**src/ntt_gf64_macros.svh**
```systemverilog
/*
 * Global constants for the GF64 NTT pipeline.
 * Coefficient width, lanes per beat, batch id width,
 * Goldilocks prime, 4th root of unity shift and error vector width
 */
`ifndef NTT_GF64_MACROS_SVH
`define NTT_GF64_MACROS_SVH

// Field element width
`define NTT_MOD_W     64

// Radix, one butterfly pair per two lanes
`define NTT_R         4

`define NTT_PBS_ID_W  4

// p = 2^64 - 2^32 + 1
`define NTT_PRIME     64'hFFFF_FFFF_0000_0001

// w_4 = 2^48, so the twiddle is a plain shift
`define NTT_W4_SHIFT  48

`define NTT_ERR_W     2

`endif

```
**src/ntt_gf64_pkg.sv**
```systemverilog
/*
 * Types for the GF64 NTT pipeline: coefficients, control and beat structs,
 * error vector and framing FSM states. Modular add, sub, power-of-two
 * multiply and product folding for the Goldilocks prime.
 */
`default_nettype none

`include "ntt_gf64_macros.svh"

package ntt_gf64_pkg;

  typedef logic [`NTT_MOD_W-1:0]   coef_t;     // Canonical or partially reduced
  typedef coef_t [`NTT_R-1:0]      coef_vec_t; // One beat worth of lanes
  typedef logic [2*`NTT_MOD_W-1:0] prod_t;     // Raw product before folding
  typedef logic [`NTT_ERR_W-1:0]   ntt_err_t;

  typedef struct packed {
    logic                     sob;
    logic                     eob;
    logic [`NTT_PBS_ID_W-1:0] pbs_id;
  } ntt_ctrl_t;

  typedef struct packed {
    logic      avail;
    ntt_ctrl_t ctrl;
    coef_vec_t data;
  } ntt_beat_t;

  typedef enum logic {
    FRAME_IDLE     = 1'b0,
    FRAME_IN_BATCH = 1'b1
  } frame_state_e;

  // Error vector bit positions
  localparam int ERR_KEY_MISS = 0;
  localparam int ERR_FRAMING  = 1;

  // 2^64 mod p, i.e. 2^32 - 1
  localparam coef_t FOLD_EPS = 64'd0 - `NTT_PRIME;

  // --------------------
  // Modular arithmetic
  // --------------------
  function automatic coef_t mod_add(input coef_t a, input coef_t b);
    logic [`NTT_MOD_W:0] s;
    s = {1'b0, a} + {1'b0, b};
    if (s >= {1'b0, `NTT_PRIME}) begin
      s = s - {1'b0, `NTT_PRIME};
    end
    return s[`NTT_MOD_W-1:0];
  endfunction

  // Wraps through 2^64 when a < b, result lands back below p
  function automatic coef_t mod_sub(input coef_t a, input coef_t b);
    return (a >= b) ? a - b : a - b + `NTT_PRIME;
  endfunction

  // x = hi*2^96 + mid*2^64 + lo  ->  lo - hi + mid*(2^32 - 1)
  // Result is below 2^64 but may still be >= p
  function automatic coef_t mod_fold_prod(input prod_t x);
    coef_t               lo;
    logic [31:0]         mid;
    logic [31:0]         hi;
    logic [`NTT_MOD_W:0] diff;
    coef_t               t0;
    coef_t               t1;
    logic [`NTT_MOD_W:0] sum;
    lo   = x[63:0];
    mid  = x[95:64];
    hi   = x[127:96];
    diff = {1'b0, lo} - {33'd0, hi};
    t0   = diff[`NTT_MOD_W] ? diff[`NTT_MOD_W-1:0] - FOLD_EPS : diff[`NTT_MOD_W-1:0];
    t1   = mid * FOLD_EPS;                 // At most (2^32-1)^2, no overflow
    sum  = {1'b0, t0} + {1'b0, t1};
    return sum[`NTT_MOD_W] ? sum[`NTT_MOD_W-1:0] + FOLD_EPS : sum[`NTT_MOD_W-1:0];
  endfunction

  // a * 2^k with k below 64, canonical result
  function automatic coef_t mod_shift_mul(input coef_t a, input int unsigned k);
    prod_t x;
    coef_t r;
    x = prod_t'(a) << k;
    r = mod_fold_prod(x);
    return (r >= `NTT_PRIME) ? r - `NTT_PRIME : r;
  endfunction

  // All lanes below p
  function automatic logic vec_is_canon(input coef_vec_t v);
    logic ok;
    ok = 1'b1;
    for (int i = 0; i < `NTT_R; i++) begin
      ok &= (v[i] < `NTT_PRIME);
    end
    return ok;
  endfunction

endpackage

`default_nettype wire

```
**src/ntt_gf64_in_decode.sv**
```systemverilog
/*
 * Input stage: registers the incoming beat with its control struct
 * and checks batch framing with a small FSM
 */
`timescale 1ns/1ps
`default_nettype none

`include "ntt_gf64_macros.svh"

module ntt_gf64_in_decode (
  input  logic                     clk,
  input  logic                     rst_n_i,
  input  logic                     in_avail_i,
  input  logic                     in_sob_i,
  input  logic                     in_eob_i,
  input  logic [`NTT_PBS_ID_W-1:0] in_pbs_id_i,
  input  ntt_gf64_pkg::coef_vec_t  in_data_i,
  output ntt_gf64_pkg::ntt_beat_t  out_beat_o,
  output logic                     frame_err_o
);
  import ntt_gf64_pkg::*;

  frame_state_e state_q;
  frame_state_e state_d;
  logic         frame_err_d;
  ntt_ctrl_t    in_ctrl;
  logic         avail_q;
  ntt_ctrl_t    ctrl_q;
  coef_vec_t    data_q;

  assign in_ctrl = '{sob: in_sob_i, eob: in_eob_i, pbs_id: in_pbs_id_i};

  // Framing check, only on avail beats
  always_comb begin
    state_d     = state_q;
    frame_err_d = 1'b0;
    if (in_avail_i) begin
      case (state_q)
        FRAME_IDLE:     frame_err_d = ~in_sob_i; // Data outside any batch
        FRAME_IN_BATCH: frame_err_d = in_sob_i;  // Batch restarted while open
        default:        frame_err_d = 1'b0;
      endcase
      state_d = in_eob_i ? FRAME_IDLE : FRAME_IN_BATCH; // eob always closes
    end
  end

  always_ff @(posedge clk or negedge rst_n_i) begin
    if (!rst_n_i) begin
      state_q     <= FRAME_IDLE;
      avail_q     <= 1'b0;
      ctrl_q      <= '0;
      frame_err_o <= 1'b0;
    end else begin
      state_q     <= state_d;
      avail_q     <= in_avail_i;
      ctrl_q      <= in_ctrl;
      frame_err_o <= frame_err_d;
    end
  end

  always_ff @(posedge clk) begin
    data_q <= in_data_i;
  end

  assign out_beat_o = '{avail: avail_q, ctrl: ctrl_q, data: data_q};

  // Upstream must only send reduced coefficients
  a_in_canon : assert property (@(posedge clk) disable iff (!rst_n_i)
    in_avail_i |-> vec_is_canon(in_data_i));

endmodule

`default_nettype wire

```
**config.mk**
```make
export PLATFORM = sky130hd
export DESIGN_NAME = ntt_gf64_in_decode
export DESIGN_NICKNAME = d
export VERILOG_FILES = /design/src/ntt_gf64_pkg.sv /design/src/ntt_gf64_in_decode.sv
export VERILOG_INCLUDE_DIRS = /design/src
export SDC_FILE = /design/constraint.sdc
export NUM_CORES = 1
export LEC_CHECK = 0
export BUFFER_PORTS_ARGS = -buffer_cell sky130_fd_sc_hd__buf_2
export CAP_MARGIN = 20
export CORE_AREA = 2 2 206 208
export CTS_CLUSTER_DIAMETER = 150
export DETAILED_ROUTE_END_ITERATION = 8
export DIE_AREA = 0 0 208 210
export PLACE_DENSITY = 0.41
export SETUP_SLACK_MARGIN = 0.2
export SYNTH_ARGS = -nofsm -noshare
export SYNTH_HDL_FRONTEND = slang
export SYNTH_SLANG_ARGS = --single-unit
```
**constraint.sdc**
```tcl
create_clock -name clk -period 0.8 [get_ports clk]
set_input_delay 0.16 -clock clk [delete_from_list [all_inputs] [get_ports clk]]
set_output_delay 0.16 -clock clk [all_outputs]
set_load 0.005 [all_outputs]
```
==> results_dict.tcl <==
set metrics [dict create \
    finalMaxSlewViolations 0 \
    drt_wl_total_um 22500 \
    status "complete, but fails checks" \
    dp_cells 1336 \
    netlist_top_cells_area "dfxtp_1 (95%), dfrtp_1 (4.2%), mux2i_1 (0.19%)" \
    setup_viol 264 \
    cts-buffers-inserted 29 \
    fin_worst_skew_ns 0.000244 \
    synth_top_cell_by_area "dfxtp_1" \
    clock_sinks 265 \
    worstPathMaxFanout 1 \
    maxCapViolations 0 \
    root_buffer "clkbuf_16" \
    fmax_ghz 0.803 \
    place.gp.congestion 0.802 \
    worstPathArrival_ns 1.09 \
    irDropWorstVdd_mv 1.54 \
    gr-total-overflow 0 \
    crit_chain "buf_2" \
    r2r_end "frame_err_o" \
    fp.coreArea_sq_mm 0.0415 \
    ys_warn_count 0 \
    fillCellCount 4177 \
    clkTransAtPathRegs_ns 0.06 \
    finalPower_w 0.0310 \
    synth_seq_area_share 0.993 \
    p_int_w 0.0244 \
    rows 75 \
    nets 1357 \
    required_ns 0.64 \
    worstRegToRegCells 2 \
    cpMaxStageDelayCell "dfrtp_1" \
    p_sw_frac 0.211 \
    clkPwrFrac 0.453 \
    antenna_found_initial 0 \
    clkLatencyLatePin_ns 0.57 \
    yosysUniqueCellTypes 7 \
    violations "negative setup slack" \
    crit_buf_inv 1 \
    maxSlewHeadroom 0.852 \
    seq_power_share 0.458 \
    setup_tns_ns -89.91 \
    stdcell_count 1654 \
    grt_setup_unrepaired "yes" \
    power_frac_comb 0.089 \
    synth_seq_cells 265 \
    power_leakage_nw 6.08 \
    power.density_mw_per_mm2 2420 \
    worst_slew_pin_slew_ns 0.221 \
    max_stage_delay_ns 0.38 \
    drc 0 \
    grt_max_degree 16 \
    grt_pass1_wl_um 32000 \
    ioPinCount 529 \
    worst_setup_path_end_kind "output pin" \
    setup_ws_ns -0.446 \
    layout-drive-gt1-share 0.583 \
    cp-start-kind "register" \
    period_share 1.56 \
    synth_top_cell_area_share 0.951 \
    layout_commonest_cell "buf_2" \
    avgViaCountPerCell 3.09 \
    die_y_um 210 \
    mostFrequentLayoutCells "buf_2 (474), dlygate4sd3_1 (264), dfxtp_1 (179), dfxtp_2 (77), buf_6 (54)" \
    cts_setup_buffers 0 \
    crit_type "reg -> out" \
    min_period_ns 1.25 \
    crit_family "flip-flops" \
    drt-initial-drc-count 167 \
    cts.path.max_buffers 3 \
    power_switching_w 0.00652 \
    dieWidth_um 208 \
    start_util 0.130 \
    hold_viol 0 \
    hpwl_um 15500 \
    synth_nets 535 \
    drtAntennaViolNets 0 \
    area_growth_pct 137 \
    first_global_vias 5596 \
    drt-pass1-iter-count 4 \
    n_antenna_cell 0 \
    wl_per_cell_um 13.6 \
    num_vias 5114 \
    synthCells 270 \
    syn_area_per_cell_sq_um 19.9 \
    grt_usage 0.0954 \
    hp-class "in -> async" \
    synth_area_sq_mm 0.00539 \
    dieArea_sq_mm 0.0437 \
    reg2reg_from "state_q" \
    r2r_slack_ns 0.06 \
    cts_max_level 1 \
    port_buffers 528 \
    cts_tree "done" \
]
-- cell families after synthesis --
kind of cell	share of synthesized area
buffers and inverters	0.00209
and+or+nand+nor	0.00116
muxes	0.00186
xor gates and xnor gates	0.00163
DFF	0.993
-- cell usage after synthesis --
| cell | count |
|---|---|
| and2_1 | 1 |
| buf_4 | 1 |
| dfrtp_1 | 9 |
| dfxtp_1 | 256 |
| inv_1 | 1 |
| mux2i_1 | 1 |
| xnor2_1 | 1 |
-- timing repair --
action                                  CTS  global route
resized for setup                        32           100
hold endpoints to repair                274             0
pin swaps                                 0             0
endpoints found under the setup margin  266           266
hold buffers                            264             0
-- state kept, by name, indices dropped and copies added (netlist names) --
signal       flops
state_q          1
avail_q          1
frame_err_o      1
out_beat_o     262
-- worst register-to-register path, delay by kind of cell, from the launching register on --
family                    cells  cell delay [ns]
and+or+nand+nor               1             0.13
DFF                           1             0.38
xor gates and xnor gates      1             0.12
-- layout make-up --
class	count	area (sq um)	area share
multi-input cells	3	25.0	0.00196
repair buffers	792	5620	0.440
clock inverters	10	173	0.0135
flip-flops and latches	265	5450	0.426
clock buffers	44	842	0.0659
well taps	539	674	0.0527
inverters	1	3.75	0.000294
-- power groups by stage --
stage | Sequential [W] | Combinational (W) | Clock, W
global route | 0.0142 | 0.00296 | 0.0151
finish | 0.0142 | 0.00277 | 0.0140
CTS | 0.0141 | 0.00266 | 0.0145
detailed placement | 0.0144 | 0.00157 | 0
floorplan | 0.0145 | 0.0000197 | 0
global placement | 0.0144 | 0.00158 | 0
-- metal layers --
metal | global-route usage | routed length, um | vias to the layer above | part of all wire
met4 | 0.0350 | 676 | 0 | 0.030
li1 | - | - | 2488 | -
met3 | 0.0296 | 1640 | 35 | 0.073
met5 | 0 | 0 | - | 0
met1 | 0.0973 | 8050 | 2337 | 0.36
met2 | 0.182 | 12100 | 254 | 0.54
-- worst max-delay path by stage --
stage                     cells past startpoint              end    start
after floorplan                               2      frame_err_o  state_q
after global placement                        2      frame_err_o  state_q
after detailed placement                      2      frame_err_o  state_q
after CTS                                     1  out_beat_o[262]  avail_q
after global routing                          1  out_beat_o[262]  avail_q
final                                         1  out_beat_o[262]  avail_q
-- per-stage QoR --
| stage | setup WS [ns] | utilization | instance area [sq um] | hold slack (ns) |
|---|---|---|---|---|
| after CTS | -0.491 | 0.300 | 12500 | -0.0120 |
| after detailed placement | 0.0718 | 0.210 | 8700 | 0.0330 |
| after floorplan | 0.0849 | - | 5390 | -0.136 |
| after global placement | 0.0365 | 0.210 | 8700 | 0.0341 |
| final | -0.446 | 0.308 | 12800 | 0.0249 |
| after global routing | -0.498 | 0.308 | 12800 | 0.0407 |
Note: power is estimated with default switching activity, not from simulation.
