--- src/ntt_gf64_macros.svh ---
/*
 * Global constants for the GF64 NTT pipeline.
 * Coefficient width, lanes per beat, batch id width,
 * Goldilocks prime, 4th root of unity shift and error vector width
 */
`ifndef NTT_GF64_MACROS_SVH
`define NTT_GF64_MACROS_SVH

// Field element width
`define NTT_MOD_W     64

// Radix, one butterfly pair per two lanes
`define NTT_R         4

`define NTT_PBS_ID_W  4

// p = 2^64 - 2^32 + 1
`define NTT_PRIME     64'hFFFF_FFFF_0000_0001

// w_4 = 2^48, so the twiddle is a plain shift
`define NTT_W4_SHIFT  48

`define NTT_ERR_W     2

`endif

--- src/ntt_gf64_pkg.sv ---
/*
 * Types for the GF64 NTT pipeline: coefficients, control and beat structs,
 * error vector and framing FSM states. Modular add, sub, power-of-two
 * multiply and product folding for the Goldilocks prime.
 */
`default_nettype none

`include "ntt_gf64_macros.svh"

package ntt_gf64_pkg;

  typedef logic [`NTT_MOD_W-1:0]   coef_t;     // Canonical or partially reduced
  typedef coef_t [`NTT_R-1:0]      coef_vec_t; // One beat worth of lanes
  typedef logic [2*`NTT_MOD_W-1:0] prod_t;     // Raw product before folding
  typedef logic [`NTT_ERR_W-1:0]   ntt_err_t;

  typedef struct packed {
    logic                     sob;
    logic                     eob;
    logic [`NTT_PBS_ID_W-1:0] pbs_id;
  } ntt_ctrl_t;

  typedef struct packed {
    logic      avail;
    ntt_ctrl_t ctrl;
    coef_vec_t data;
  } ntt_beat_t;

  typedef enum logic {
    FRAME_IDLE     = 1'b0,
    FRAME_IN_BATCH = 1'b1
  } frame_state_e;

  // Error vector bit positions
  localparam int ERR_KEY_MISS = 0;
  localparam int ERR_FRAMING  = 1;

  // 2^64 mod p, i.e. 2^32 - 1
  localparam coef_t FOLD_EPS = 64'd0 - `NTT_PRIME;

  // --------------------
  // Modular arithmetic
  // --------------------
  function automatic coef_t mod_add(input coef_t a, input coef_t b);
    logic [`NTT_MOD_W:0] s;
    s = {1'b0, a} + {1'b0, b};
    if (s >= {1'b0, `NTT_PRIME}) begin
      s = s - {1'b0, `NTT_PRIME};
    end
    return s[`NTT_MOD_W-1:0];
  endfunction

  // Wraps through 2^64 when a < b, result lands back below p
  function automatic coef_t mod_sub(input coef_t a, input coef_t b);
    return (a >= b) ? a - b : a - b + `NTT_PRIME;
  endfunction

  // x = hi*2^96 + mid*2^64 + lo  ->  lo - hi + mid*(2^32 - 1)
  // Result is below 2^64 but may still be >= p
  function automatic coef_t mod_fold_prod(input prod_t x);
    coef_t               lo;
    logic [31:0]         mid;
    logic [31:0]         hi;
    logic [`NTT_MOD_W:0] diff;
    coef_t               t0;
    coef_t               t1;
    logic [`NTT_MOD_W:0] sum;
    lo   = x[63:0];
    mid  = x[95:64];
    hi   = x[127:96];
    diff = {1'b0, lo} - {33'd0, hi};
    t0   = diff[`NTT_MOD_W] ? diff[`NTT_MOD_W-1:0] - FOLD_EPS : diff[`NTT_MOD_W-1:0];
    t1   = mid * FOLD_EPS;                 // At most (2^32-1)^2, no overflow
    sum  = {1'b0, t0} + {1'b0, t1};
    return sum[`NTT_MOD_W] ? sum[`NTT_MOD_W-1:0] + FOLD_EPS : sum[`NTT_MOD_W-1:0];
  endfunction

  // a * 2^k with k below 64, canonical result
  function automatic coef_t mod_shift_mul(input coef_t a, input int unsigned k);
    prod_t x;
    coef_t r;
    x = prod_t'(a) << k;
    r = mod_fold_prod(x);
    return (r >= `NTT_PRIME) ? r - `NTT_PRIME : r;
  endfunction

  // All lanes below p
  function automatic logic vec_is_canon(input coef_vec_t v);
    logic ok;
    ok = 1'b1;
    for (int i = 0; i < `NTT_R; i++) begin
      ok &= (v[i] < `NTT_PRIME);
    end
    return ok;
  endfunction

endpackage

`default_nettype wire

--- src/ntt_gf64_bu_column.sv ---
/*
 * One radix-2 butterfly column of the 4-point forward NTT.
 * Twiddles are powers of two, one register stage.
 */
`timescale 1ns/1ps
`default_nettype none

`include "ntt_gf64_macros.svh"

module ntt_gf64_bu_column #(
  parameter int STG_ID = 0 // 0: pairs (0,2),(1,3)   1: pairs (0,1),(2,3)
) (
  input  logic                    clk,
  input  logic                    rst_n_i,
  input  ntt_gf64_pkg::ntt_beat_t in_beat_i,
  input  ntt_gf64_pkg::ntt_err_t  in_err_i,
  output ntt_gf64_pkg::ntt_beat_t out_beat_o,
  output ntt_gf64_pkg::ntt_err_t  out_err_o
);
  import ntt_gf64_pkg::*;

  localparam int BU_NB = `NTT_R / 2;
  localparam int DIST  = (STG_ID == 0) ? BU_NB : 1; // Lane distance inside a pair

  coef_vec_t bu_data;
  logic      avail_q;
  ntt_ctrl_t ctrl_q;
  coef_vec_t data_q;
  ntt_err_t  err_q;

  // --------------------
  // Butterflies
  // --------------------
  for (genvar gen_b = 0; gen_b < BU_NB; gen_b++) begin : gen_bu
    localparam int LO      = (STG_ID == 0) ? gen_b : 2 * gen_b;
    localparam int HI      = LO + DIST;
    localparam bit USE_TWD = (STG_ID == 1) && (gen_b == 1); // w_4 on the odd half

    coef_t hi_twd;

    if (USE_TWD) begin : gen_twd
      assign hi_twd = mod_shift_mul(in_beat_i.data[HI], `NTT_W4_SHIFT);
    end else begin : gen_no_twd
      assign hi_twd = in_beat_i.data[HI];
    end

    assign bu_data[LO] = mod_add(in_beat_i.data[LO], hi_twd);
    assign bu_data[HI] = mod_sub(in_beat_i.data[LO], hi_twd);
  end

  // --------------------
  // Output register
  // --------------------
  always_ff @(posedge clk or negedge rst_n_i) begin
    if (!rst_n_i) begin
      avail_q <= 1'b0;
      ctrl_q  <= '0;
      err_q   <= '0;
    end else begin
      avail_q <= in_beat_i.avail;
      ctrl_q  <= in_beat_i.ctrl;
      err_q   <= in_err_i;  // Follows its beat
    end
  end

  always_ff @(posedge clk) begin
    data_q <= bu_data;
  end

  assign out_beat_o = '{avail: avail_q, ctrl: ctrl_q, data: data_q};
  assign out_err_o  = err_q;

  // Canonical in, canonical out through every column
  a_out_canon : assert property (@(posedge clk) disable iff (!rst_n_i)
    out_beat_o.avail |-> vec_is_canon(out_beat_o.data));

endmodule

`default_nettype wire

--- config.mk ---
export PLATFORM = sky130hd
export DESIGN_NAME = ntt_gf64_bu_column
export DESIGN_NICKNAME = d
export VERILOG_FILES = /design/src/ntt_gf64_pkg.sv /design/src/ntt_gf64_bu_column.sv
export VERILOG_INCLUDE_DIRS = /design/src
export SDC_FILE = /design/constraint.sdc
export NUM_CORES = 1
export LEC_CHECK = 0
export BUFFER_PORTS_ARGS = -buffer_cell sky130_fd_sc_hd__buf_2
export CORE_ASPECT_RATIO = 0.9
export CORE_MARGIN = 3
export CORE_UTILIZATION = 40
export DETAILED_ROUTE_END_ITERATION = 8
export PLACE_DENSITY = 0.7
export SYNTH_ARGS = -nofsm -noshare
export SYNTH_HDL_FRONTEND = slang
export SYNTH_SLANG_ARGS = --single-unit
--- constraint.sdc ---
create_clock -name clk -period 0.8 [get_ports clk]
set_input_delay 0.16 -clock clk [delete_from_list [all_inputs] [get_ports clk]]
set_output_delay 0.16 -clock clk [all_outputs]
set_load 0.02 [all_outputs]
==> impl_metrics.yaml, run 1 <==
status:
  outcome: "finished with violations"
  violations: "setup timing"
clock_tree:
  cts_tree: "done"
  cts_max_level: 1
  clk_pin_slew_worst_paths_ps: 60
  cts-buffers-inserted: 31
  clk_path_buf_depth: 3
  clock_tree.root_cell: "clkbuf_16"
  clock-sinks: 265
critical_path:
  critPathCaptureType: "flip-flop"
  cp.required_ps: 1300
  cp_data_arrival_time_ps: 4500
  crit_buf_inv: 7
  cp_cell_sequence: "buf_2 > inv_1 > ha_2 > nor4_4 > buf_4 > and3_1 > a21boi_1 > a211oi_2 > buf_4 > a31oi_4 > buf_4 > a21oi_1 > xnor2_1 > inv_1 > nor3_2 > and3_4 > a41oi_4 > buf_12 > nor4b_4 > xor2_1"
  cp-start-kind: "primary input"
  cp_top_family: "simple AND/OR/NAND/NOR gates"
  critical_path_class: "primary input to flip-flop"
  path_common_cell: "buf_4"
  crit_path_max_incr_delay_ps: 430
  slowest_stage: "xor2_1"
  cp_max_fo: 9
pwr:
  power_density_nw_per_um2: 1570
  vdd_drop_max_mv: 1.90
  pwr-share-seq_pct: 20.0
  swShare_pct: 42.1
  p_leak_nw: 26.2
  share_comb_of_total_power_pct: 62.0
  intPower_mw: 51.4
  power.net_switching_mw: 37.4
  clockPowerShare_pct: 18.0
synthesis:
  ys.flop_type: "dfxtp_1"
  synthCells: 4166
  ys_warn_count: 0
  synth_area_um2: 30400
  syn-num-nets: 4699
  synth.avg_cell_area_um2: 7.29
  yosysUniqueCellTypes: 120
  synth_edf_count: 0
  synthArstFlopShare_pct: 3.40
  ys_ff_latch: 265
  ys_seq_area_share_pct: 17.6
route:
  vias_per_cell: 5.65
  wl_per_cell_um: 21.0
  routed_wl_mm: 162
  drt_iter0_markers: 3968
  remaining_drc_errors: 0
  dr_total_vias: 43500
  firstDrtPassIters: 8
  detail-route-antenna-nets: 0
sta:
  setup_viol: 521
  fin_crit_sh_pct: 500
  hold_viol_final: 0
  rsz0062_at_grt: "yes"
  tightest_slew_ps: 757
  fmax_mhz: 250
  slew_headroom_pct: 49.1
  setup_slack_ps: -3200
  slew_violations: 0
  min_period_ps: 4000
job:
  max_cap_viol_count: 0
final_layout:
  layout.nets: 7234
  fin_cells: 7700
  final-seq-area_um2: 5350
  drive_gt1_share_pct: 51.7
  area_growth_syn_to_layout_pct: 86.7
  finalCoreUtilization_pct: 75.7
  multiInputGateArea_um2: 28200
  fill_cells: 5431
  design_area_um2: 56700
placed_design:
  dp_hpwl_mm: 124
  routabilityCongestion: 1.03
  dpl_worst_slack_ps: -3940
  placed_cells: 7428
  io_buffers: 531
  place_area_um2: 49900
floorplanning:
  die_width_um: 296
  die_h_um: 267
  io_pins: 532
  die-area_um2: 79300
  rows: 95
  core_um2: 74900
  start_util_pct: 40.6
global_route:
  antenna_found_initial: 12
  grt_usage_pct: 37.0
  grt_pass1_vias: 42000
  grt-ovfl-total: 0
  grt_max_degree: 18
  grt_pass1_wl_mm: 231
hold_path:
  hold_class: "primary input to flip-flop"
synth_stat cells (all sizes together) (35+ instances only):
cell type	count	area, µm²
and2	45	282
nor2b	64	403
dfxtp	256	5120
o31ai	89	687
a21oi	356	1800
o21ai	194	971
clkbuf	81	304
nand2	329	1230
nand3	116	586
nor4	124	863
buf	88	462
o21a	35	263
a21o	49	368
inv	286	1070
xnor2	296	2590
and3	54	339
nand4	107	669
or2	44	278
nand2b	39	244
xor2	107	937
a31oi	44	307
nor2	374	1410
ha	262	3280
a211oi	35	273
o21bai	40	300
o211ai	66	510
or3	43	274
nor3	166	852
placed cells by master, fill, tap and decap left out, types with 102 or more instances in the layout:
master and count:
inv_1 260, buf_2 517, nand4_1 107, ha_1 186
nand2_1 309, dfxtp_1 256, nor2_1 308, o21ai_0 138
a21oi_1 304, xnor2_1 251, buf_4 2011, xor2_1 102
tightest hold or removal path: cells and delay by family:
family	cells	cell delay, ps
adder cells (fa/ha/maj)	1	240
multiplexers	1	150
buffers and inverters	1	130
per-layer routing:
| layer | up-vias | track usage (%) | share of wire (%) |
|---|---|---|---|
| met4 | 6 | 17.8 | 6.1 |
| met5 | - | 0 | 0.027 |
| li1 | 20200 | - | - |
| met2 | 2145 | 62.6 | 47 |
| met3 | 555 | 4.25 | 7.4 |
| met1 | 20500 | 46.8 | 40 |
power by group through the flow:
stage | clock (mW) | sequential, mW | combinational (mW)
after floorplan | 0 | 21.4 | 19.2
after global placement | 0 | 17.8 | 47.0
after detailed placement | 0 | 17.8 | 47.5
after CTS | 16.1 | 17.6 | 50.8
after global routing | 16.6 | 18.0 | 58.1
final | 16.0 | 17.8 | 55.1
state kept, by name (all words and copies together) (netlist names):
name / flops
avail_q: 1
out_beat_o: 262
out_err_o: 2
path summary, 6_finish.rpt:
check | startpoint | endpoint | cells after the start
max in group asynchronous | rst_n_i | out_beat_o[258] | 3
worst max-delay path | in_beat_i[211] | out_beat_o[102] | 20
worst min-delay path | in_beat_i[1] | out_beat_o[1] | 3
min in group asynchronous | rst_n_i | out_err_o[1] | 3
through the flow:
step / TNS, ps / hold WS (ps) / power [mW]
global placement: -851770 / 11.7 / 64.8
detailed placement: -865220 / 19.5 / 65.4
global route: -838460 / 65.6 / 92.7
finish: -802850 / 61.5 / 88.9
CTS: -779150 / 38.7 / 84.5
floorplan: -666200 / -136 / 40.6
what timing repair did:
| action | in CTS | in global routing |
|---|---|---|
| buffers inserted | 119 | 94 |
| pin swaps | 202 | 212 |
| gates cloned | 5 | 2 |
| endpoints found under the hold margin | 18 | 0 |
| hold buffers | 11 | 0 |
| resized for setup | 469 | 316 |
| endpoints found under the setup margin | 521 | 521 |
area by class of cell:
type / instances / area share (%)
Inverter: 287 / 2.00
Tap cell: 970 / 2.14
Multi-Input combinational cell: 3445 / 49.8
Antenna cell: 5 / 0.0221
Sequential cell: 265 / 9.44
Clock inverter: 15 / 0.448
Timing Repair Buffer: 2671 / 34.6
Clock buffer: 42 / 1.55
logic make-up (layout without fill, tap and decap cells):
logic type,after synthesis,count (layout),synth area share (%)
xor gates and xnor gates,404,404,11.7
AOI/OAI and AO/OA,1133,1133,24.9
buffers and inverters,456,3015,6.07
other,0,5,0
DFF,265,265,17.6
adders and majority gates,266,266,11.1
and+or+nand+nor,1621,1621,27.9
muxes,21,21,0.709
Power figures use the tool's default switching activity.
==> run 2: changes to the inputs <==
--- a/config.mk
+++ b/config.mk
@@ -11,7 +11,7 @@
 export CORE_MARGIN = 3
 export CORE_UTILIZATION = 40
 export DETAILED_ROUTE_END_ITERATION = 8
-export PLACE_DENSITY = 0.7
+export PLACE_DENSITY = 0.67
 export SYNTH_ARGS = -nofsm -noshare
 export SYNTH_HDL_FRONTEND = slang
 export SYNTH_SLANG_ARGS = --single-unit
==> constraint.sdc (replaced) <==
create_clock -name clk -period 4.1 [get_ports clk]
set_input_delay 0.82 -clock clk [delete_from_list [all_inputs] [get_ports clk]]
set_output_delay 0.82 -clock clk [all_outputs]
set_load 0.02 [all_outputs]
==> run 2 against run 1 <==
  * Combinational power is 81% lower
  * The flow still finishes with violations (setup timing)
  * Critical path depth is the same
  * Global-route usage shrank 1.2 points
  * Critical endpoint is now out_beat_o[44]
==> impl_metrics.yaml, run 2 (synthesis results as in run 1) <==
final_layout:
  largest_register_ffs: 262
  fin_cells: 7461
  area_growth_syn_to_layout_pct: 79.5
  layout.nets: 7000
  drive_gt1_share_pct: 49.6
  multiInputGateArea_um2: 28100
  final_cell_mix: "buf_4, buf_2, nor2_1, a21oi_1, nand2_1"
  final_common_cell: "buf_4"
  finalCoreUtilization_pct: 72.8
  fill_cells: 5901
  final-seq-area_um2: 5350
global_route:
  grt_use_met1_pct: 46.0
  grtUsageMet3_pct: 3.91
  grt_max_degree: 16
  grt_pass1_vias: 40600
  grt_pass1_wl_mm: 224
  grt_usage_pct: 35.8
  grt-ovfl-total: 0
  met2_usage_pct: 60.2
  antenna_found_initial: 11
  top_usage_layer: "met2"
sta:
  slew_headroom_pct: 44.6
  slew_violations: 0
  fmax_mhz: 217
  min_period_ps: 4610
  worst_hold_slack_ps: 40.7
  finalSetupTns_ps: -41690
  setup_slack_ps: -508
  tightest_slew_ps: 824
  rsz0062_at_grt: "yes"
  hold_viol_final: 0
  setup_viol: 184
  fin_crit_sh_pct: 112
clock_tree:
  cts_max_level: 1
  clock-sinks: 265
  cts-buffers-inserted: 31
  cts_tree: "done"
  cts_hold_buffers: 0
  clk_path_buf_depth: 3
  clock_tree.root_cell: "clkbuf_16"
  clk_pin_slew_worst_paths_ps: 70
critical_path:
  cp-start-kind: "primary input"
  critPathCaptureType: "flip-flop"
  slowest_stage: "a2111o_1"
  cp.depth: 20
  cp.required_ps: 4590
  cp_top_family: "simple AND/OR/NAND/NOR gates"
  cp_data_arrival_time_ps: 5100
  cp-startpoint: "in_beat_i[0]"
  cp_max_fo: 5
  critical_path_class: "primary input to flip-flop"
  path_common_cell: "buf_6"
  cp_cell_sequence: "buf_8 > ha_4 > fa_2 > nor2b_4 > o211ai_2 > buf_6 > a21oi_4 > o31ai_4 > a21oi_2 > or3_1 > a2111o_1 > or3_4 > nand4bb_4 > buf_6 > nor2_4 > a31oi_4 > buf_4 > buf_6 > nor4_4 > xor2_1"
  crit_path_max_incr_delay_ps: 420
  crit_buf_inv: 5
  crit_path_end: "out_beat_o[44]"
pwr:
  vdd_drop_max_mv: 0.372
  p_leak_nw: 25.1
  power_density_nw_per_um2: 305
floorplanning:
  die_width_um: 296
  core_um2: 74900
  die-area_um2: 79300
  die_h_um: 267
  start_util_pct: 40.6
  rows: 95
  io_pins: 532
placed_design:
  routabilityCongestion: 1.03
  dp_hpwl_mm: 123
  io_buffers: 531
  placed_cells: 7235
status:
  violations: "setup timing"
  outcome: "finished with violations"
route:
  firstDrtPassIters: 8
  vias_per_cell: 5.58
  drt_iter0_markers: 3191
  remaining_drc_errors: 0
  wl_per_cell_um: 20.5
  dr_total_vias: 41600
  detail-route-antenna-nets: 0
  routed_wl_mm: 153
job:
  max_cap_viol_count: 0
hold_path:
  hold_class: "primary input to asynchronous set/reset pin"
[run 2: cell count changes in the layout (fill, tap and decap cells not counted), moves of 8 or more]
cell,previous run,this run
nor3_2,35,23
o21ai_0,138,155
ha_4,56,40
dlygate4sd3_1,11,0
xnor2_2,39,50
buf_12,25,13
nor2_2,30,16
ha_1,186,201
buf_4,2011,1797
nor3_4,49,57
nor2_1,308,316
o21ai_1,42,30
xnor2_1,251,243
[run 2: layer usage]
metal  routed length (µm)  part of all wire (%)
met1                63700                    42
met2                71200                    46
met3                 9820                   6.4
met4                 8460                   5.5
met5                   13                0.0085
[run 2: through the flow]
| stage | setup slack (ps) | cell area [µm²] | power [mW] |
|---|---|---|---|
| after CTS | -330 | 52200 | 16.0 |
| after global placement | -1220 | 48000 | 12.4 |
| final | -508 | 54500 | 16.6 |
| after detailed placement | -1350 | 48000 | 12.5 |
| after global routing | -580 | 54500 | 17.4 |
| after floorplan | -526 | 32000 | 7.89 |
[run 2: power breakdown]
group	leakage, nW	internal, mW	switching [mW]
combinational	22.3	4.68	5.56
sequential	2.26	3.19	0.265
clock	0.518	1.73	1.20
total	25.1	9.60	7.02
[run 2: repair_timing]
item / in CTS / in global routing
buffers inserted: 107 / 94
gates resized for setup: 434 / 384
pin swaps: 217 / 292
endpoints found under the setup margin: 209 / 221
cloned: 6 / 0
[run 2: final cells by class]
type                       count  share of cell area (%)
antenna                        2                 0.00918
clock buffer                  40                    1.58
clock inverter                15                   0.369
inverter                     287                    2.07
multi-input combinational   3446                    51.6
sequential                   265                    9.81
tap                          970                    2.23
timing repair buffer        2436                    32.4
[run 2: worst min path at each step]
stage / from / end / slack (ps) / cells past startpoint
6_report: rst_n_i / out_err_o[0] / 40 / 1
4_1_cts: rst_n_i / out_beat_o[261] / 30 / 1
3_5_place_dp: rst_n_i / out_beat_o[261] / 690 / 1
5_1_grt: rst_n_i / out_beat_o[257] / 40 / 1
3_3_place_gp: rst_n_i / out_beat_o[257] / 670 / 1
2_1_floorplan: rst_n_i / avail_q / 520 / 0
