## config.mk

```make
export PLATFORM = sky130hd
export DESIGN_NAME = ntt_gf64_reduction
export DESIGN_NICKNAME = d
export VERILOG_FILES = /design/src/ntt_gf64_pkg.sv /design/src/ntt_gf64_reduction.sv
export VERILOG_INCLUDE_DIRS = /design/src
export SDC_FILE = /design/constraint.sdc
export NUM_CORES = 1
export LEC_CHECK = 0
export ABC_AREA = 1
export BUFFER_PORTS_ARGS = -buffer_cell sky130_fd_sc_hd__clkbuf_2
export CORE_ASPECT_RATIO = 0.7
export CORE_MARGIN = 4
export CORE_UTILIZATION = 30
export DETAILED_ROUTE_END_ITERATION = 8
export PLACE_DENSITY_LB_ADDON = 0.2
export SETUP_SLACK_MARGIN = 0.3
export SKIP_LAST_GASP = 1
export SLEW_MARGIN = 0
export SYNTH_ARGS = -nofsm -noshare
export SYNTH_HDL_FRONTEND = slang
export SYNTH_SLANG_ARGS = --single-unit
```

## constraint.sdc

```tcl
create_clock -name clk -period 1.5 [get_ports clk]
set_input_delay 0.3 -clock clk [delete_from_list [all_inputs] [get_ports clk]]
set_output_delay 0.3 -clock clk [all_outputs]
set_load 0.02 [all_outputs]
```

## src/ntt_gf64_macros.svh

```systemverilog
/*
 * Global constants for the GF64 NTT pipeline.
 * Coefficient width, lanes per beat, batch id width,
 * Goldilocks prime, 4th root of unity shift and error vector width
 */
`ifndef NTT_GF64_MACROS_SVH
`define NTT_GF64_MACROS_SVH

// Field element width
`define NTT_MOD_W     64

// Radix, one butterfly pair per two lanes
`define NTT_R         4

`define NTT_PBS_ID_W  4

// p = 2^64 - 2^32 + 1
`define NTT_PRIME     64'hFFFF_FFFF_0000_0001

// w_4 = 2^48, so the twiddle is a plain shift
`define NTT_W4_SHIFT  48

`define NTT_ERR_W     2

`endif

```

## src/ntt_gf64_pkg.sv

```systemverilog
/*
 * Types for the GF64 NTT pipeline: coefficients, control and beat structs,
 * error vector and framing FSM states. Modular add, sub, power-of-two
 * multiply and product folding for the Goldilocks prime.
 */
`default_nettype none

`include "ntt_gf64_macros.svh"

package ntt_gf64_pkg;

  typedef logic [`NTT_MOD_W-1:0]   coef_t;     // Canonical or partially reduced
  typedef coef_t [`NTT_R-1:0]      coef_vec_t; // One beat worth of lanes
  typedef logic [2*`NTT_MOD_W-1:0] prod_t;     // Raw product before folding
  typedef logic [`NTT_ERR_W-1:0]   ntt_err_t;

  typedef struct packed {
    logic                     sob;
    logic                     eob;
    logic [`NTT_PBS_ID_W-1:0] pbs_id;
  } ntt_ctrl_t;

  typedef struct packed {
    logic      avail;
    ntt_ctrl_t ctrl;
    coef_vec_t data;
  } ntt_beat_t;

  typedef enum logic {
    FRAME_IDLE     = 1'b0,
    FRAME_IN_BATCH = 1'b1
  } frame_state_e;

  // Error vector bit positions
  localparam int ERR_KEY_MISS = 0;
  localparam int ERR_FRAMING  = 1;

  // 2^64 mod p, i.e. 2^32 - 1
  localparam coef_t FOLD_EPS = 64'd0 - `NTT_PRIME;

  // --------------------
  // Modular arithmetic
  // --------------------
  function automatic coef_t mod_add(input coef_t a, input coef_t b);
    logic [`NTT_MOD_W:0] s;
    s = {1'b0, a} + {1'b0, b};
    if (s >= {1'b0, `NTT_PRIME}) begin
      s = s - {1'b0, `NTT_PRIME};
    end
    return s[`NTT_MOD_W-1:0];
  endfunction

  // Wraps through 2^64 when a < b, result lands back below p
  function automatic coef_t mod_sub(input coef_t a, input coef_t b);
    return (a >= b) ? a - b : a - b + `NTT_PRIME;
  endfunction

  // x = hi*2^96 + mid*2^64 + lo  ->  lo - hi + mid*(2^32 - 1)
  // Result is below 2^64 but may still be >= p
  function automatic coef_t mod_fold_prod(input prod_t x);
    coef_t               lo;
    logic [31:0]         mid;
    logic [31:0]         hi;
    logic [`NTT_MOD_W:0] diff;
    coef_t               t0;
    coef_t               t1;
    logic [`NTT_MOD_W:0] sum;
    lo   = x[63:0];
    mid  = x[95:64];
    hi   = x[127:96];
    diff = {1'b0, lo} - {33'd0, hi};
    t0   = diff[`NTT_MOD_W] ? diff[`NTT_MOD_W-1:0] - FOLD_EPS : diff[`NTT_MOD_W-1:0];
    t1   = mid * FOLD_EPS;                 // At most (2^32-1)^2, no overflow
    sum  = {1'b0, t0} + {1'b0, t1};
    return sum[`NTT_MOD_W] ? sum[`NTT_MOD_W-1:0] + FOLD_EPS : sum[`NTT_MOD_W-1:0];
  endfunction

  // a * 2^k with k below 64, canonical result
  function automatic coef_t mod_shift_mul(input coef_t a, input int unsigned k);
    prod_t x;
    coef_t r;
    x = prod_t'(a) << k;
    r = mod_fold_prod(x);
    return (r >= `NTT_PRIME) ? r - `NTT_PRIME : r;
  endfunction

  // All lanes below p
  function automatic logic vec_is_canon(input coef_vec_t v);
    logic ok;
    ok = 1'b1;
    for (int i = 0; i < `NTT_R; i++) begin
      ok &= (v[i] < `NTT_PRIME);
    end
    return ok;
  endfunction

endpackage

`default_nettype wire

```

## src/ntt_gf64_reduction.sv

```systemverilog
/*
 * Final stage: brings each lane below p, registers the
 * canonical beat and the avail-gated error vector
 */
`timescale 1ns/1ps
`default_nettype none

`include "ntt_gf64_macros.svh"

module ntt_gf64_reduction (
  input  logic                    clk,
  input  logic                    rst_n_i,
  input  ntt_gf64_pkg::ntt_beat_t in_beat_i,
  input  ntt_gf64_pkg::ntt_err_t  in_err_i,
  output ntt_gf64_pkg::ntt_beat_t out_beat_o,
  output ntt_gf64_pkg::ntt_err_t  error_o
);
  import ntt_gf64_pkg::*;

  coef_vec_t red_data;
  logic      avail_q;
  ntt_ctrl_t ctrl_q;
  coef_vec_t data_q;
  ntt_err_t  err_q;

  // Input is below 2^64 < 2p, one subtraction is enough
  for (genvar gen_l = 0; gen_l < `NTT_R; gen_l++) begin : gen_lane
    assign red_data[gen_l] = (in_beat_i.data[gen_l] >= `NTT_PRIME) ?
                             in_beat_i.data[gen_l] - `NTT_PRIME : in_beat_i.data[gen_l];
  end

  always_ff @(posedge clk or negedge rst_n_i) begin
    if (!rst_n_i) begin
      avail_q <= 1'b0;
      ctrl_q  <= '0;
      err_q   <= '0;
    end else begin
      avail_q <= in_beat_i.avail;
      ctrl_q  <= in_beat_i.ctrl;
      err_q   <= in_beat_i.avail ? in_err_i : '0; // Pulse only with a real beat
    end
  end

  always_ff @(posedge clk) begin
    data_q <= red_data;
  end

  assign out_beat_o = '{avail: avail_q, ctrl: ctrl_q, data: data_q};
  assign error_o    = err_q;

  // Upstream flags travel only with a beat
  a_err_with_beat : assert property (@(posedge clk) disable iff (!rst_n_i)
    (in_err_i != '0) |-> in_beat_i.avail);

endmodule

`default_nettype wire

```

==> results.md, run 1 <==
* Status: finished clean
* Worst hold margin at 0.0425 ns
* Classification of the worst-slack hold path: input port to flop
* Power density relative to cell area at 746 nW/um2
* Kind of end point of the critical path: output pin
* Total iterations of the first detailed-routing run at 5
* Sink Count at 265
* Proportion of layout cells with a drive suffix above 1 at 47.8%
* Share of flip-flops with an asynchronous set or reset at 3.40%
* Startpoint types: flop
* Library cell with the largest summed area after synthesis: dfxtp_1
* Mapped Area at 13400 um2
* Chain of cells forming the critical path: buf_8
* Area taken by flip-flops and latches at 5690 um2
* Iteration-0 DRC count of the detailed router at 882
* Number of endpoints failing setup at the final stage at 0
* Commonest cells post-synth: nand2_1, nor2_1, inv_1
* Total die area at 48300 um2
* Port buffer count at 531
* Per-instance average area after synthesis at 6.48 um2
* Arrival @ worst endpoint at 1.13 ns
* H-tree lvl count at 1
* Main area contributors after synthesis: dfxtp_1, nand2_1, nor2_1
* Worst Path Required at 1.20 ns
* Worst ir drop on vdd at 0.835 mV
* Number of antenna violations at the first check in global routing at 1
* Boundary pin count at 532
* Most used flip-flop cell after synthesis: dfxtp_1
* Via/cell ratio at 4.45
* Final count of hold timing violations at 0
* Family of cells with the greatest summed delay on the critical path: flip-flops
* Post-synth cell types at 28
* Vias in the first global route at 16700
* Core Footprint at 44000 um2
* Final non-filler cell total at 3760
* Slew at the pin closest to its max-slew limit at 0.373 ns
* Final Wtd Congestion at 0.924
* Net Count, Synth at 2349
* # fillers at 3904
* Reported max-cap violation count at 0
* Clock-pin transition on the worst setup and hold timing paths at 0.06 ns
* Cts bufs inserted at 28
* Number of storage elements in the synthesis netlist at 265
* Area share of the largest cell type after synthesis at 38.1%
* Max_slew headroom at 75.1%
* Ratio of final minimum period to clock period at 95.5%
* Chip height at 185 um
* Unrepaired setup endpoints after global routing: yes
* Number of remaining DRC errors at 0
* Cell with the largest stage delay on the worst path: dfrtp_2
* Placed Cells at 3592
* Leakage power figure at 13.2 nW
* Most repeated cell in the gate-level netlist after synthesis: nand2_1
* Largest net degree at the start of global routing at 32
* Number of enable flip-flop cells after synthesis at 0
* DPL Wire Length at 46000 um
* Number of standard-cell rows in the floorplan at 64
* Post-detailed-route wirelength per cell at 16.0 um
* Critical Path Max Stage Delay at 0.44 ns
* CTS tree: yes
* Maximum fanout along the worst path at 1
* Maximum count of clock buffers along a single path at 3
* Vias post-DR at 16700
* Global-route wire length before repair at 89500 um
* Max Freq at 698 MHz
* CTS root buffer: clkbuf_16
* Gr ovfl total at 0
* Final ANT Viol Nets at 0
* Sum of routed wire length over all layers at 60100 um
* Die outline width at 261 um
* Total global routing track utilization at 23.3%
* Sequential area share after synthesis at 39.8%
* Overall power of the completed layout at 19.1 mW
* Multi-input logic area at 7070 um2
* Number of warnings issued by yosys at 0
* Final min period at 1.43 ns
* Signed area change from the synthesized netlist to the final layout at 90.5%
* Crit Path Category: flop to output pin
* Starting Density at 30.6%
* Max Slew Vio Count at 0
* Post-synthesis instance total at 2074
* Number of nets in the layout at 3415
* Worst path bufs/invs at 1
-- power by group --
part / switching, mW / total [mW] / internal, mW
clock network: 2.96 / 7.12 / 4.17
registers: 0.272 / 7.77 / 7.50
logic: 1.95 / 4.21 / 2.26
-- flip-flops by register name (all words and copies together), names as in the netlist --
| signal | count |
|---|---|
| avail_q | 1 |
| error_o | 2 |
| out_beat_o | 262 |
-- cell usage in the layout, fill, tap and decap left out, types with 5 or more instances in the layout --
cell,synthesis,routed
o21ai_0,20,18
xor2_1,32,32
nor2_2,39,85
buf_12,0,18
nand2_2,30,47
clkbuf_2,0,261
nand2_4,7,13
dlygate4sd3_1,0,92
nor2_1,347,276
dfxtp_2,0,249
buf_8,1,259
nand3b_1,5,5
inv_1,290,279
buf_6,15,8
nand4_1,51,51
xnor2_1,30,30
clkbuf_16,0,31
buf_4,8,436
nand3_1,173,173
inv_2,17,19
nand2_1,692,667
buf_2,17,5
dfrtp_1,9,8
clkbuf_1,5,8
nor2_4,11,36
clkbuf_8,0,7
dfxtp_4,0,7
diode_2,0,6
-- metrics by stage --
stage	utilization, %	area [um2]	worst slack, ns	setup TNS, ns
2_1_floorplan	-	13800	0.0900	0
4_1_cts	56.3	24700	-0.0209	-0.0209
6_report	58.2	25600	0.0676	0
3_3_place_gp	46.1	20300	-0.297	-54.15
3_5_place_dp	46.1	20300	-0.365	-57.17
5_1_grt	58.2	25600	0.00908	0
-- metal layers --
layer,global-route usage [%],vias up,share of wire [%]
met5,0,-,0
met4,7.53,0,3.3
met3,5.48,113,8.1
met2,38.3,566,46
met1,30.5,7663,42
li1,-,8406,-
-- logic make-up (layout without fill, tap and decap cells) --
kind of cell / count (synthesis) / in the layout / share of synthesized area (%)
other: 0 / 6 / 0
adders and majority gates: 8 / 8 / 0.745
buffers and inverters: 354 / 1440 / 11.2
AOI/OAI and AO/OA: 20 / 20 / 0.745
and+or+nand+nor: 1365 / 1365 / 43.5
DFF: 265 / 265 / 39.8
xor gates and xnor gates: 62 / 62 / 4.04
-- path summary, 6_finish.rpt --
kind,from,end,slack (ns),cells past startpoint
hold / removal,in_beat_i[195],out_beat_o[195]$_DFF_P_,0.04,3
max in group asynchronous,rst_n_i,out_beat_o[257]$_DFF_PN0_,1.01,2
setup / recovery,out_beat_o[257]$_DFF_PN0_,out_beat_o[257],0.07,1
min in group asynchronous,rst_n_i,out_beat_o[259]$_DFF_PN0_,0.21,2
-- final cells by class --
cell class,count,area share (%)
Tap cell,594,2.90
Sequential cell,265,22.2
Clock buffer,43,3.27
Timing Repair Buffer,1082,38.8
Antenna cell,6,0.0586
Clock inverter,7,0.347
Multi-Input combinational cell,1455,27.6
Inverter,308,4.78
-- repair_timing --
item,in CTS,in global routing
endpoints found under the setup margin,279,499
gates cloned,0,4
resized for setup,755,390
hold buffers,92,0
hold endpoints to repair,100,0
setup buffers,3,13
pin swaps,3,17
No activity file was read; power rests on OpenSTA's default activity.
==> run 2, diff against run 1 <==
- ABC_AREA: 1 -> unset
- CORE_AREA: unset -> 4 4 206 208
- CORE_ASPECT_RATIO: 0.7 -> unset
- CORE_MARGIN: 4 -> unset
- CORE_UTILIZATION: 30 -> unset
- DIE_AREA: unset -> 0 0 210 212
==> run 2 against run 1 <==
The flow now finishes with violations (negative setup slack). Hold slack worse by 0.012 ns. First-iteration DRC count is 60% lower. Largest cell class unchanged. Global-route usage is 5.0 points lower. Cell count is 34% lower. Highest routed layer is now met5. Critical path type is now input port to flop. Sequential power is 2% lower. Total power is 4.2% lower.
==> results.md, run 2 <==
* Status: finished, violations left
* Violated checks: negative setup slack
* Classification of the worst-slack hold path: input port to flop
* Part of the power in combinational logic at 16.4% (-5.6 points)
* Max_slew headroom at 63.5% (-12 points)
* Boundary pin count at 532 (unchanged)
* Via/cell ratio at 4.36 (-2.2%)
* Per-instance average area after synthesis at 10.5 um2 (+62%)
* Max Freq at 482 MHz (-31%)
* Number of antenna violations at the first check in global routing at 4 (+3)
* Number of remaining DRC errors at 0 (unchanged)
* Net switching power figure at 4.66 mW (-9.8%)
* CTS tree: yes
* # fillers at 3669 (-6.0%)
* Library cell with the largest summed area after synthesis: dfxtp_1
* Clock-pin transition on the worst setup and hold timing paths at 0.06 ns (about the same)
* Crit Path Category: input port to flop
* Post-detailed-route wirelength per cell at 17.7 um (+11%)
* CTS root buffer: clkbuf_16
* Total iterations of the first detailed-routing run at 4 (-1)
* DPL Wire Length at 32600 um (-29%)
* Clock share of power at 42.1% (+4.8 points)
* Arrival @ worst endpoint at 2.51 ns (+1.38 ns)
* Power density relative to cell area at 877 nW/um2 (+18%)
* Number of storage elements in the synthesis netlist at 265 (unchanged)
* Sum of routed wire length over all layers at 44100 um (-27%)
* Startpoint types: input port
* Proportion of layout cells with a drive suffix above 1 at 63.4% (+16 points)
* Number of enable flip-flop cells after synthesis at 0 (unchanged)
* Number of warnings issued by yosys at 0 (unchanged)
* Total die area at 44500 um2 (-7.8%)
* Leakage power figure at 9.66 nW (-27%)
* Most repeated cell in the gate-level netlist after synthesis: dfxtp_1
* Reported max-cap violation count at 0 (unchanged)
* Number of standard-cell rows in the floorplan at 74 (+16%)
* Cell with the largest stage delay on the worst path: or4b_4
* Sink Count at 265 (unchanged)
* Fin Setup TNS at -56.97 ns (-56.97 ns)
* Flip-flop count of the largest register, all copies and words added at 262 (unchanged)
* Kind of end point of the critical path: flop
* Utilization after layout at 51.5% (-6.8 points)
* Slew at the pin closest to its max-slew limit at 0.547 ns (+0.173 ns)
* Chain of cells forming the critical path: buf_6 -> or3_4 -> or4_4 -> or4b_4 -> o31ai_4 -> buf_12 -> nor4_1 -> xor2_1
* Beginning of the critical path: in_beat_i[143]
* Leading cell types in the layout, fill and taps excluded: clkbuf_2, buf_4, dfxtp_1, buf_6, dlygate4sd3_1
* Max Slew Vio Count at 0 (unchanged)
* Core Footprint at 40600 um2 (-7.8%)
* Sequential area share after synthesis at 56.0% (+16 points)
* Final Wtd Congestion at 0.879 (-4.8%)
* Maximum fanout along the worst path at 14 (+13)
* Commonest cells post-synth: dfxtp_1, nor2b_1, xor2_1
* Starting Density at 23.6% (-7.0 points)
* H-tree lvl count at 1 (unchanged)
* Cts bufs inserted at 30 (+7.1%)
* Final count of hold timing violations at 0 (unchanged)
* Vias in the first global route at 11600 (-31%)
* Sw Ratio at 25.5% (-1.6 points)
* Largest net degree at the start of global routing at 15 (-53%)
* Final min period at 2.08 ns (+0.643 ns)
* Global-route wire length before repair at 65000 um (-27%)
* Vias post-DR at 10800 (-35%)
* Maximum count of clock buffers along a single path at 3 (unchanged)
* Worst Path Required at 1.93 ns (+0.73 ns)
* Final ANT Viol Nets at 0 (unchanged)
* Chip height at 212 um (+15%)
* Worst ir drop on vdd at 0.654 mV (-22%)
* Area share of the largest cell type after synthesis at 53.6% (+15 points)
* Number of nets in the layout at 2202 (-36%)
* Commonest non-fill, non-tap cell in the layout: clkbuf_2
* Net Count, Synth at 1188 (-49%)
* Gr ovfl total at 0 (unchanged)
* Post-synth cell types at 51 (+82%)
* Share of flip-flops with an asynchronous set or reset at 3.40% (unchanged)
* Number of endpoints failing setup at the final stage at 216 (+216)
* Total global routing track utilization at 18.3% (-5.0 points)
* Main area contributors after synthesis: dfxtp_1, nor2b_1, xor2_1
* Worst setup path end: out_beat_o[145]$_DFF_P_
* Critical Path Max Stage Delay at 0.58 ns (+0.14 ns)
* Signed area change from the synthesized netlist to the final layout at 118%
* Die outline width at 210 um (-20%)
* Mapped Area at 9560 um2 (-29%)
* Most used flip-flop cell after synthesis: dfxtp_1
* Cell-internal power at 13.6 mW (-2.1%)
* Port buffer count at 531 (unchanged)
* Post-synthesis instance total at 913 (-56%)
* Unrepaired setup endpoints after global routing: yes
* Ratio of final minimum period to clock period at 138% (+43 points)
* Worst setup slack after layout at -0.575 ns (-0.643 ns)
* Sequential share of power at 41.6% (+0.9 points)
* Iteration-0 DRC count of the detailed router at 352 (-60%)
==> run 2: cell types whose count changed after synthesis, moves of 20 or more <==
cell,previous run,this run
nor4_1,0,53
nor2_1,347,54
nand2_2,30,0
nor2_2,39,0
inv_1,290,12
nand3_1,173,25
or3_1,0,20
nand2_1,692,22
xor2_1,32,82
nor3_1,6,37
nor2b_1,0,129
==> run 2: logic make-up after synthesis <==
kind of cell | Yosys count | synth area share [%]
XOR/XNOR | 122 | 11.2
AO/OA/AOI/OAI | 28 | 2.19
AND/OR/NAND/NOR | 453 | 28.0
buffers and inverters | 37 | 1.65
flip-flops | 265 | 56.0
adder cells (fa/ha/maj) | 8 | 1.05
==> run 2: final cells by class <==
cell class	instances	area, um2	share of cell area, %
flip-flops and latches	265	5500	26.4
clock inverters	15	175	0.839
repair buffers	1002	8000	38.3
multi-input cells	616	5600	26.9
clock buffers	41	873	4.19
diodes	3	7.51	0.0360
inverters	12	45.0	0.216
well taps	532	666	3.19
==> run 2: how the worst min path moves through the flow <==
stage | startpoint | to | slack [ns] | cells after the start
after floorplan | rst_n_i | avail_q$_DFF_PN0_ | 0.004 | 0
after global placement | rst_n_i | out_beat_o[258]$_DFF_PN0_ | 0.17 | 1
after detailed placement | rst_n_i | avail_q$_DFF_PN0_ | 0.18 | 1
after CTS | in_beat_i[216] | out_beat_o[216]$_DFF_P_ | 0.001 | 3
after global routing | in_beat_i[210] | out_beat_o[210]$_DFF_P_ | 0.001 | 3
final | in_beat_i[210] | out_beat_o[210]$_DFF_P_ | 0.03 | 3
==> run 2: timing repair <==
| item | in CTS | in global routing |
|---|---|---|
| hold endpoints to repair | 126 | 2 |
| hold buffers | 118 | 2 |
| gates cloned | 10 | 0 |
| setup endpoints to repair | 521 | 521 |
| resized for setup | 298 | 388 |
| pin swaps | 69 | 67 |
| setup buffers | 28 | 21 |
==> run 2: stage by stage <==
| step | setup WS [ns] | power, mW | cell area, um2 | hold slack [ns] | std cells |
|---|---|---|---|---|---|
| 5_1_grt | -0.592 | 19.0 | 20900 | 0.00133 | 2486 |
| 6_report | -0.575 | 18.3 | 20900 | 0.0303 | 2486 |
| 3_3_place_gp | -1.18 | 10.1 | 15800 | 0.175 | 2248 |
| 2_1_floorplan | -1.15 | 8.53 | 10400 | 0.00441 | 913 |
| 4_1_cts | -0.533 | 18.3 | 19700 | 0.00125 | 2460 |
| 3_5_place_dp | -1.23 | 10.1 | 15800 | 0.182 | 2248 |
==> run 2: critical path, delay by kind of cell <==
family	cells	cell delay [ns]
simple gates	4	1.52
buf+inv	2	0.27
xor+xnor	1	0.15
compound gates	1	0.26
==> run 2: power by group through the flow <==
stage          Combinational, mW  Clock (mW)  Sequential, mW
2_1_floorplan              0.373           0            8.16
3_3_place_gp                2.37           0            7.70
3_5_place_dp                2.37           0            7.70
4_1_cts                     2.79        7.95            7.57
5_1_grt                     3.19        8.22            7.64
6_report                    3.00        7.70            7.61
==> run 2: metal layers <==
metal / vias up / wire length, um / track usage (%)
li1: 5237 / - / -
met1: 5103 / 16200 / 20.3
met2: 391 / 22700 / 33.5
met3: 97 / 3340 / 5.56
met4: 2 / 1850 / 6.32
met5: - / 11 / 0
